File: src/verilog/typewriter_pkg.sv
/*
 * Shared definitions for the console typewriter control: widths, cam contact
 * windows, operation and cam state enums, contact and status structs, relay slots
 */
package typewriter_pkg;

    // Cam angle in degrees, 0 to 359
    typedef logic [8:0] cam_angle_t;

    localparam int unsigned CAM_DEGREES = 360;

    // Contact windows, both ends closed
    localparam cam_angle_t CRCB1_START = 9'd0;
    localparam cam_angle_t CRCB1_END   = 9'd50;
    localparam cam_angle_t CRCB2_START = 9'd50;
    localparam cam_angle_t CRCB2_END   = 9'd99;
    localparam cam_angle_t CRCB3_START = 9'd99;
    localparam cam_angle_t CRCB3_END   = 9'd308;
    localparam cam_angle_t CRCB4_START = 9'd171;
    localparam cam_angle_t CRCB4_END   = 9'd220;
    localparam cam_angle_t CRCB5_START = 9'd220;
    localparam cam_angle_t CRCB5_END   = 9'd299;
    localparam cam_angle_t CRCB6_START = 9'd310;
    localparam cam_angle_t CRCB6_END   = 9'd359;

    // Typewriter character code
    typedef logic [5:0] tw_char_t;

    localparam int TW_UPPER_BIT = 5;

    typedef enum logic {
        WRITE_NUM   = 1'b0,
        WRITE_ALPHA = 1'b1
    } op_code_t;

    typedef enum logic {
        CAM_IDLE = 1'b0,
        CAM_TURN = 1'b1
    } cam_state_t;

    typedef struct packed {
        logic crcb_1;
        logic crcb_2;
        logic crcb_3;
        logic crcb_4;
        logic crcb_5;
        logic crcb_6;
    } cam_contacts_t;

    typedef struct packed {
        logic wr_num_status;
        logic wr_alpha_status;
        logic shift;
        logic flag_intlk;
        logic wr_intlk;
    } tw_status_t;

    // Relay slots inside the duo and latching banks
    localparam int DUO_WR_NUM     = 0;
    localparam int DUO_WR_ALPHA   = 1;
    localparam int LATCH_WR_INTLK = 0;
    localparam int LATCH_SHIFT    = 1;
    localparam int LATCH_FLAG     = 2;

endpackage

File: src/verilog/cam_timer.sv
`timescale 1ns/1ps
/*
 * Print cam timer: idle/turning FSM, angle counter stepping one degree
 * per clock, and the six cam contacts decoded from their windows
 */
module cam_timer (
    input  logic                          clk,
    input  logic                          rst,
    input  logic                          cam_start,
    output typewriter_pkg::cam_contacts_t contacts,
    output logic                          cam_busy,
    output logic                          cam_done
);

    localparam typewriter_pkg::cam_angle_t LAST_ANGLE =
        typewriter_pkg::cam_angle_t'(typewriter_pkg::CAM_DEGREES - 1);

    typewriter_pkg::cam_state_t state;
    typewriter_pkg::cam_angle_t angle;

    function automatic logic in_window(
        input typewriter_pkg::cam_angle_t a,
        input typewriter_pkg::cam_angle_t lo,
        input typewriter_pkg::cam_angle_t hi
    );
        return (a >= lo) && (a <= hi);
    endfunction

    always_ff @(posedge clk) begin
        if (rst) begin
            state <= typewriter_pkg::CAM_IDLE;
            angle <= '0;
        end else begin
            case (state)
                typewriter_pkg::CAM_IDLE: begin
                    angle <= '0;
                    if (cam_start) begin
                        state <= typewriter_pkg::CAM_TURN;
                    end
                end
                typewriter_pkg::CAM_TURN: begin
                    // Full turn done, park at zero
                    if (cam_done) begin
                        state <= typewriter_pkg::CAM_IDLE;
                        angle <= '0;
                    end else begin
                        angle <= angle + 9'd1;
                    end
                end
                default: begin
                    state <= typewriter_pkg::CAM_IDLE;
                    angle <= '0;
                end
            endcase
        end
    end

    assign cam_busy = (state == typewriter_pkg::CAM_TURN);
    assign cam_done = cam_busy && (angle == LAST_ANGLE);

    // Contacts only close while the cam is turning
    always_comb begin
        contacts = '0;
        if (cam_busy) begin
            contacts.crcb_1 = in_window(angle, typewriter_pkg::CRCB1_START,
                                        typewriter_pkg::CRCB1_END);
            contacts.crcb_2 = in_window(angle, typewriter_pkg::CRCB2_START,
                                        typewriter_pkg::CRCB2_END);
            contacts.crcb_3 = in_window(angle, typewriter_pkg::CRCB3_START,
                                        typewriter_pkg::CRCB3_END);
            contacts.crcb_4 = in_window(angle, typewriter_pkg::CRCB4_START,
                                        typewriter_pkg::CRCB4_END);
            contacts.crcb_5 = in_window(angle, typewriter_pkg::CRCB5_START,
                                        typewriter_pkg::CRCB5_END);
            contacts.crcb_6 = in_window(angle, typewriter_pkg::CRCB6_START,
                                        typewriter_pkg::CRCB6_END);
        end
    end

endmodule

File: src/verilog/relay_bank.sv
`timescale 1ns/1ps
/*
 * Relay bank: duo relays (pick or hold coil) and latching relays
 * (pick and trip coils), each armature held in a register
 */
module relay_bank #(
    parameter int DUO_COUNT   = 2,
    parameter int LATCH_COUNT = 3
) (
    input  logic                   clk,
    input  logic                   rst,
    input  logic [DUO_COUNT-1:0]   duo_pick,
    input  logic [DUO_COUNT-1:0]   duo_hold,
    input  logic [LATCH_COUNT-1:0] latch_pick,
    input  logic [LATCH_COUNT-1:0] latch_trip,
    output logic [DUO_COUNT-1:0]   duo_state,
    output logic [LATCH_COUNT-1:0] latch_state
);

    // Duo relay drops as soon as neither coil is energized
    always_ff @(posedge clk) begin
        if (rst) begin
            duo_state <= '0;
        end else begin
            duo_state <= duo_pick | duo_hold;
        end
    end

    // Latching relay stays put until tripped, pick coil dominates
    always_ff @(posedge clk) begin
        if (rst) begin
            latch_state <= '0;
        end else begin
            latch_state <= latch_pick | (latch_state & ~latch_trip);
        end
    end

endmodule

File: src/verilog/typewriter_control.sv
`timescale 1ns/1ps
/*
 * Typewriter control: operation capture, relay pick/hold/trip decisions,
 * print magnet strobe and mapping of relay contacts to status
 */
module typewriter_control #(
    parameter int DUO_COUNT   = 2,
    parameter int LATCH_COUNT = 3
) (
    input  logic                          clk,
    input  logic                          rst,
    input  logic                          go,
    input  typewriter_pkg::op_code_t      op,
    input  typewriter_pkg::tw_char_t      char_in,
    input  logic                          flag_in,
    input  typewriter_pkg::cam_contacts_t contacts,
    input  logic                          cam_busy,
    input  logic                          cam_done,
    input  logic [DUO_COUNT-1:0]          duo_state,
    input  logic [LATCH_COUNT-1:0]        latch_state,
    output logic                          cam_start,
    output logic [DUO_COUNT-1:0]          duo_pick,
    output logic [DUO_COUNT-1:0]          duo_hold,
    output logic [LATCH_COUNT-1:0]        latch_pick,
    output logic [LATCH_COUNT-1:0]        latch_trip,
    output logic                          busy,
    output logic                          print_valid,
    output typewriter_pkg::tw_char_t      print_char,
    output typewriter_pkg::tw_status_t    status
);

    logic                     accept;
    logic                     keep_duo;
    logic                     crcb_4_prev;
    typewriter_pkg::op_code_t op_q;
    typewriter_pkg::tw_char_t char_q;
    logic                     flag_q;

    // No queue, a go while busy is simply dropped
    assign busy   = latch_state[typewriter_pkg::LATCH_WR_INTLK] | cam_start;
    assign accept = go && !busy;

    always_ff @(posedge clk) begin
        if (rst) begin
            cam_start   <= 1'b0;
            crcb_4_prev <= 1'b0;
        end else begin
            cam_start   <= accept;
            crcb_4_prev <= contacts.crcb_4;
        end
    end

    always_ff @(posedge clk) begin
        if (accept) begin
            op_q   <= op;
            char_q <= char_in;
            flag_q <= flag_in;
        end
    end

    // Duo hold path runs through the relay's own contact
    assign keep_duo = cam_start || (cam_busy && !cam_done);

    always_comb begin
        duo_pick   = '0;
        latch_pick = '0;
        latch_trip = '0;
        duo_hold   = duo_state & {DUO_COUNT{keep_duo}};

        duo_pick[typewriter_pkg::DUO_WR_NUM] =
            accept && (op == typewriter_pkg::WRITE_NUM);
        duo_pick[typewriter_pkg::DUO_WR_ALPHA] =
            accept && (op == typewriter_pkg::WRITE_ALPHA);

        latch_pick[typewriter_pkg::LATCH_WR_INTLK] = accept;
        latch_trip[typewriter_pkg::LATCH_WR_INTLK] = cam_done;

        // Upper case alpha shifts early in the turn
        latch_pick[typewriter_pkg::LATCH_SHIFT] = contacts.crcb_1
            && (op_q == typewriter_pkg::WRITE_ALPHA)
            && char_q[typewriter_pkg::TW_UPPER_BIT];
        latch_trip[typewriter_pkg::LATCH_SHIFT] = contacts.crcb_6;

        latch_pick[typewriter_pkg::LATCH_FLAG] = contacts.crcb_2 && flag_q;
        latch_trip[typewriter_pkg::LATCH_FLAG] = cam_done;
    end

    // Print magnet fires as contact 4 makes
    assign print_valid = contacts.crcb_4 && !crcb_4_prev;
    assign print_char  = char_q;

    always_comb begin
        status.wr_num_status   = duo_state[typewriter_pkg::DUO_WR_NUM];
        status.wr_alpha_status = duo_state[typewriter_pkg::DUO_WR_ALPHA];
        status.shift           = latch_state[typewriter_pkg::LATCH_SHIFT];
        status.flag_intlk      = latch_state[typewriter_pkg::LATCH_FLAG];
        status.wr_intlk        = latch_state[typewriter_pkg::LATCH_WR_INTLK];
    end

endmodule

File: src/verilog/typewriter.sv
`timescale 1ns/1ps
/*
 * Console typewriter top level: control, print cam timer and relay bank
 */
module typewriter (
    input  logic                       clk,
    input  logic                       rst,
    input  logic                       go,
    input  typewriter_pkg::op_code_t   op,
    input  typewriter_pkg::tw_char_t   char_in,
    input  logic                       flag_in,
    output logic                       busy,
    output logic                       print_valid,
    output typewriter_pkg::tw_char_t   print_char,
    output typewriter_pkg::tw_status_t status
);

    // Two duo relays, three latching relays
    localparam int DUO_COUNT   = 2;
    localparam int LATCH_COUNT = 3;

    logic                          cam_start;
    logic                          cam_busy;
    logic                          cam_done;
    typewriter_pkg::cam_contacts_t contacts;
    logic [DUO_COUNT-1:0]          duo_pick;
    logic [DUO_COUNT-1:0]          duo_hold;
    logic [DUO_COUNT-1:0]          duo_state;
    logic [LATCH_COUNT-1:0]        latch_pick;
    logic [LATCH_COUNT-1:0]        latch_trip;
    logic [LATCH_COUNT-1:0]        latch_state;

    typewriter_control #(
        .DUO_COUNT   (DUO_COUNT),
        .LATCH_COUNT (LATCH_COUNT)
    ) u_control (
        .clk         (clk),
        .rst         (rst),
        .go          (go),
        .op          (op),
        .char_in     (char_in),
        .flag_in     (flag_in),
        .contacts    (contacts),
        .cam_busy    (cam_busy),
        .cam_done    (cam_done),
        .duo_state   (duo_state),
        .latch_state (latch_state),
        .cam_start   (cam_start),
        .duo_pick    (duo_pick),
        .duo_hold    (duo_hold),
        .latch_pick  (latch_pick),
        .latch_trip  (latch_trip),
        .busy        (busy),
        .print_valid (print_valid),
        .print_char  (print_char),
        .status      (status)
    );

    cam_timer u_cam (
        .clk       (clk),
        .rst       (rst),
        .cam_start (cam_start),
        .contacts  (contacts),
        .cam_busy  (cam_busy),
        .cam_done  (cam_done)
    );

    relay_bank #(
        .DUO_COUNT   (DUO_COUNT),
        .LATCH_COUNT (LATCH_COUNT)
    ) u_relays (
        .clk         (clk),
        .rst         (rst),
        .duo_pick    (duo_pick),
        .duo_hold    (duo_hold),
        .latch_pick  (latch_pick),
        .latch_trip  (latch_trip),
        .duo_state   (duo_state),
        .latch_state (latch_state)
    );

endmodule

File: config.mk
export PLATFORM = sky130hd
export DESIGN_NAME = typewriter
export DESIGN_NICKNAME = d
export VERILOG_FILES = /design/src/verilog/typewriter_pkg.sv /design/src/verilog/cam_timer.sv /design/src/verilog/relay_bank.sv /design/src/verilog/typewriter_control.sv /design/src/verilog/typewriter.sv
export SDC_FILE = /design/constraint.sdc
export NUM_CORES = 1
export LEC_CHECK = 0
export BUFFER_PORTS_ARGS = -buffer_cell sky130_fd_sc_hd__buf_4
export CAP_MARGIN = 10
export CORE_UTILIZATION = 50
export DETAILED_ROUTE_END_ITERATION = 10
export PLACE_DENSITY = 0.84
export SYNTH_ARGS = -nofsm -noshare
export SYNTH_HDL_FRONTEND = slang
export SYNTH_SLANG_ARGS = --single-unit
File: constraint.sdc
create_clock -name clk -period 2 [get_ports clk]
set_input_delay 0.4 -clock clk [delete_from_list [all_inputs] [get_ports clk]]
set_output_delay 0.4 -clock clk [all_outputs]
set_load 0.01 [all_outputs]
==> metrics.yaml, run 1 <==
worst_setup_path:
  crit_slowest_cell: "dfxtp_4"
  rrSetupSlack_ps: 150
  slowest_delay_ps: 400
  crit_fanout: 3
  required_ps: 1600
  reg2reg_from: "u_cam.angle[0]$_SDFF_PP0_"
  ff2ff_path_depth: 7
  worstReg2RegEnd: "u_relays.latch_state[2]$_SDFF_PP0_"
  worstPathCellList: "ha_4 > a211o_1 > a21oi_1 > o31a_1 > nor4_2 > buf_4"
  crit_path_end_kind: "primary output"
  worstSetupPathType: "reg2out"
  cp.arrival_ps: 1650
  cp-start-kind: "flop"
synthesis:
  synth_flop_cell: "dfxtp_1"
  async_flop_share_pct: 0
  synth_edf_count: 8
  syn_avg_cell_area_um2: 10.3
  netlist_area_um2: 1080
  synth_cell_types: 35
  yosysSeqAreaShare_pct: 53.6
  syn_nets: 118
  postSynthCellCount: 105
  synth-seq-cells: 25
  yosysWarningCount: 0
clock_tree:
  htreeDepth: 1
  ctsHoldBuffers: 0
  root_buffer: "clkbuf_4"
  clk_pin_slew_ps: 150
  clockBufferDepth: 2
  cts_tree: "built"
  insertion_delay_ps: 320
  cts_sinks: 25
  cts_buffers: 3
timing:
  rsz0062_at_grt: "true"
  skew_ps: 19.6
  report.final.slew_viol_count: 0
  tightest_slew_ps: 395
  finalCritPeriodShare_pct: 102
  fmax_mhz: 488
  relSlewSlack_pct: 73.5
  setup_slack_ps: -48.6
  fin_crit_ps: 2050
  hold_viol: 0
  setup-tns-final_ps: -48.6
  setup_viol_count_final: 1
hold_path:
  min_from: "char_in[1]"
  hp-class: "in2reg"
  min_to: "u_control.print_char[1]$_DFFE_PP_"
  hold_depth: 1
power_and_ir_drop:
  leakage_uw: 0.000519
  ir_drop_uv: 590
  cellPowerDensity_nw_per_um2: 637
job:
  cap_violations: 0
final_layout:
  drive_above_1_share_pct: 33.1
  syn_to_final_growth_pct: 27.4
  layout_commonest_cell: "buf_4"
  nets: 150
  diodes: 0
  fillers: 156
  layout_common_cells: "29 x buf_4, 13 x dfxtp_1, 12 x nor2_1"
floorplan:
  boundaryPins: 24
  die_area_um2: 2360
  die_y_um: 48.6
  row_count: 16
  core_um2: 2000
  dieWidth_um: 48.6
  start_util_pct: 54.1
detailed_routing:
  drt-total-wl_mm: 2.37
  vias: 926
  drt_iter0_markers: 24
  wire_per_inst_um: 14.5
  post_drt_via_cell_ratio: 5.68
  first_pass_iters: 4
  drc: 0
  detail-route-antenna-nets: 0
place:
  io_buffers: 23
  hpwl_mm: 1.67
  dp_slack_ps: 151
  gp_congestion: 0.933
global_route:
  antenna_found_initial: 0
  grt_usage_pct: 20.8
  grt_pass1_wl_mm: 3.86
  grt_overflow_total: 0
  grt_max_degree: 14
  grt_pass1_vias: 869
outcome:
  violations: "negative setup slack"
  outcome: "finished, violations left"
-- through the flow --
stage / utilization (%) / instance area [um^2] / hold slack, ps / power [uW] / std cells
3_3_place_gp: 64.9 / 1300 / 460 / 661 / 156
5_1_grt: 68.9 / 1380 / 251 / 906 / 163
2_1_floorplan: - / 1080 / 462 / 609 / 105
6_report: 68.9 / 1380 / 268 / 879 / 163
4_1_cts: 68.6 / 1370 / 266 / 877 / 163
3_5_place_dp: 64.9 / 1300 / 465 / 665 / 156
-- layout make-up --
cell class | count | area (um^2) | area share, %
Sequential cell | 25 | 591 | 42.8
Timing Repair Buffer | 30 | 229 | 16.6
Multi-Input combinational cell | 71 | 478 | 34.6
Tap cell | 27 | 33.8 | 2.45
Clock buffer | 4 | 26.3 | 1.90
Inverter | 6 | 22.5 | 1.63
-- worst max-delay path by stage --
stage                             end  cells past startpoint  slack (ps)                       from
final                     print_valid                      6         -50  u_cam.angle[0]$_SDFF_PP0_
after global routing      print_valid                      6        -140  u_cam.angle[0]$_SDFF_PP0_
after CTS                 print_valid                      6         -40  u_cam.angle[0]$_SDFF_PP0_
after detailed placement  print_valid                      6         150  u_cam.angle[0]$_SDFF_PP0_
after global placement    print_valid                      6         220  u_cam.angle[0]$_SDFF_PP0_
after floorplan           print_valid                      5          80  u_cam.angle[1]$_SDFF_PP0_
-- power by group --
group	total, uW	internal, uW	switching, uW	leakage, uW
Sequential	557	547	10.4	0.000216
Combinational	98.1	52.5	45.6	0.000288
Clock	223	77.7	146	0.0000150
Total	879	677	202	0.000519
-- Yosys cell counts (all sizes together), types with 2 or more instances --
cell | n | share of area (%)
dfxtp | 17 | 31
nor2 | 12 | 4.2
edfxtp | 8 | 22
nor3 | 7 | 3.2
a21oi | 6 | 2.8
inv | 6 | 2.1
nand2 | 5 | 1.7
nand2b | 5 | 2.9
o21ai | 4 | 2.2
buf | 3 | 2.0
nand3 | 3 | 1.4
xnor2 | 3 | 2.4
a22o | 2 | 1.6
a31oi | 2 | 1.2
ha | 2 | 2.3
or2 | 2 | 1.4
or3 | 2 | 1.2
xor2 | 2 | 1.6
-- logic make-up after synthesis --
family,count (synthesis),share of synthesized area (%)
xor gates and xnor gates,5,4.04
adders and majority gates,2,2.31
AOI/OAI and AO/OA,24,17.4
DFF,25,53.6
and+or+nand+nor,40,18.6
buffers and inverters,9,4.04
-- sequential cells by signal, indices dropped and copies added, names as in the netlist --
signal	flops
u_control.flag_q	1
u_cam.angle	9
u_control.crcb_4_prev	1
u_control.print_char	6
u_relays.latch_state	3
u_relays.duo_state	2
u_control.cam_start	1
u_control.op_q	1
u_cam.cam_busy	1
-- critical path: cells and delay by family, from the launching register on --
family,cells,cell delay [ps]
buffers and inverters,1,160
AOI/OAI and AO/OA,3,420
and+or+nand+nor,1,210
adders and majority gates,1,140
DFF,1,400
-- per-layer routing --
layer / part of all wire, % / track usage, %
met4: 1.4 / 7.35
met2: 49 / 35.0
met1: 43 / 26.7
met5: 0 / 0
met3: 7.1 / 4.09
-- repair_timing --
item | in CTS | in global routing
gates resized for setup | 8 | 2
setup endpoints to repair | 1 | 1
setup buffers | 3 | 0
(Power assumes the default switching activity.)
==> run 2: changes to the inputs <==
--- a/config.mk
+++ b/config.mk
@@ -7,9 +7,9 @@
 export LEC_CHECK = 0
 export BUFFER_PORTS_ARGS = -buffer_cell sky130_fd_sc_hd__buf_4
 export CAP_MARGIN = 10
-export CORE_UTILIZATION = 50
+export CORE_UTILIZATION = 25
 export DETAILED_ROUTE_END_ITERATION = 10
-export PLACE_DENSITY = 0.84
+export PLACE_DENSITY = 0.53
 export SYNTH_ARGS = -nofsm -noshare
 export SYNTH_HDL_FRONTEND = slang
 export SYNTH_SLANG_ARGS = --single-unit
==> run 2 against run 1 <==
Net effect:
- the run still ends with negative setup slack left
- via count shrank 7.5%
- wire length shrank 5.2%
- utilization shrank 34 points
- first-iteration DRC count shrank 63%
- maximum frequency grew 1.9%
- final area grew 2.0%
- sequential cell count is the same
- final cell count grew 13%
- register-to-register slack gained 60 ps
- critical path depth is the same
- critical path type unchanged
==> metrics.yaml, run 2 (synthesis results as in run 1) <==
final_layout:
  nets: 148
  diodes: 0
  fillers: 435
  drive_above_1_share_pct: 32.1
  final_util_pct: 34.4
  largest_reg_flops: 9
  layout_common_cells: "27 x buf_4, 13 x dfxtp_1, 12 x nor2_1"
  layout_commonest_cell: "buf_4"
  seq_area_um2: 591
  syn_to_final_growth_pct: 29.9
  multi_input_area_um2: 472
  largest_register: "u_cam.angle"
timing:
  report.final.slew_viol_count: 0
  fmax_mhz: 498
  fin_crit_ps: 2010
  relSlewSlack_pct: 70.8
  setup_viol_count_final: 1
  hold_viol: 0
  finalCritPeriodShare_pct: 100
  setup_slack_ps: -9.65
  skew_ps: 5.14
  tightest_slew_ps: 435
  rsz0062_at_grt: "true"
outcome:
  outcome: "finished, violations left"
  violations: "negative setup slack"
power_and_ir_drop:
  leakage_uw: 0.000519
  switchingPower_uw: 221
  power_frac_comb_pct: 9.8
  ir_drop_uv: 456
  internal_power_uw: 736
  p_sw_share_pct: 23.1
  pwr-share-seq_pct: 58.3
  p_clk_share_pct: 31.9
  power_uw: 957
  cellPowerDensity_nw_per_um2: 680
floorplan:
  core_um2: 4090
  die_area_um2: 4600
  start_util_pct: 26.5
  row_count: 23
  dieWidth_um: 67.8
  die_y_um: 67.8
  boundaryPins: 24
clock_tree:
  ctsHoldBuffers: 0
  htreeDepth: 1
  post_cts_buffers: 0
  cts_tree: "built"
  clk_pin_slew_ps: 90
  root_buffer: "clkbuf_8"
  cts_buffers: 3
  insertion_delay_ps: 270
  cts_sinks: 25
  clockBufferDepth: 2
worst_setup_path:
  worstSetupPathType: "reg2out"
  cp.arrival_ps: 1610
  crit_fanout: 7
  reg2reg_from: "u_cam.angle[0]$_SDFF_PP0_"
  ff2ff_path_depth: 6
  worstReg2RegEnd: "u_relays.latch_state[2]$_SDFF_PP0_"
  rrSetupSlack_ps: 210
  crit_path_end_kind: "primary output"
  required_ps: 1600
  cp-start-kind: "flop"
place:
  io_buffers: 23
  hpwl_mm: 1.69
  gp_congestion: 0.765
global_route:
  grt_pass1_wl_mm: 3.68
  antenna_found_initial: 0
  grt_usage_pct: 10.6
  grt_max_degree: 15
  grt_pass1_vias: 832
  grt_overflow_total: 0
hold_path:
  min_to: "u_control.print_char[2]$_DFFE_PP_"
  hp-class: "in2reg"
  min_from: "char_in[2]"
  hold_depth: 1
detailed_routing:
  wire_per_inst_um: 12.2
  post_drt_via_cell_ratio: 4.66
  vias: 857
  detail-route-antenna-nets: 0
  drt-total-wl_mm: 2.24
  first_pass_iters: 3
  drt_iter0_markers: 9
  drc: 0
job:
  cap_violations: 0
-- run 2: cell count changes in the layout (fill, tap and decap cells not counted) --
cell,delta
clkbuf_8,+3
clkbuf_1,-1
clkbuf_4,-3
clkinv_2,+1
nor4_1,+1
buf_4,-2
nor4_2,-1
-- run 2: critical path, stage by stage (launching register included) --
cell	delay (ps)
dfxtp_4	400
ha_4	140
a211o_1	80
a21oi_1	60
o31a_1	260
nor4_1	230
buf_4	170
-- run 2: layer usage --
layer,GRT usage (%),up-vias,part of all wire (%)
li1,-,433,-
met2,18.2,19,48
met4,4.43,0,1.1
met1,12.6,401,47
met3,2.50,4,3.9
met5,0,-,0
-- run 2: worst max-delay path by stage --
stage / start / slack [ps] / cells after the start / end
after global placement: u_cam.angle[0]$_SDFF_PP0_ / 190 / 6 / u_relays.latch_state[2]$_SDFF_PP0_
after global routing: u_cam.angle[0]$_SDFF_PP0_ / -90 / 6 / print_valid
after floorplan: u_cam.angle[1]$_SDFF_PP0_ / 80 / 5 / print_valid
after detailed placement: u_cam.angle[0]$_SDFF_PP0_ / 170 / 6 / print_valid
after CTS: u_cam.angle[0]$_SDFF_PP0_ / -20 / 6 / print_valid
final: u_cam.angle[0]$_SDFF_PP0_ / -10 / 6 / print_valid
-- run 2: area by class of cell --
class / count / share of cell area [%]
tap: 50 / 4.44
sequential: 25 / 42.0
clock inverter: 1 / 0.356
timing repair buffer: 28 / 15.2
clock buffer: 3 / 2.93
inverter: 6 / 1.60
multi-input combinational: 71 / 33.5
-- run 2: timing repair --
item / 4_1_cts / 5_1_grt
pin swaps: 0 / 0
resized for setup: 7 / 2
endpoints found under the hold margin: 0 / 0
endpoints found under the setup margin: 1 / 1
-- run 2: stage by stage --
step	setup WS, ps	TNS (ps)	area (um^2)	hold WS (ps)	instances
2_1_floorplan	79.2	0	1080	462	105
3_3_place_gp	191	0	1340	454	180
3_5_place_dp	173	0	1340	462	180
4_1_cts	-18.4	-18.4	1410	293	184
5_1_grt	-92.6	-92.6	1410	290	184
6_report	-9.65	-9.65	1410	302	184
-- run 2: power groups by stage --
stage	clock (uW)	combinational, uW	sequential (uW)
finish	305	94.0	558
global route	330	101	561
CTS	317	95.0	558
detailed placement	0	94.7	571
global placement	0	93.4	570
floorplan	0	31.6	577
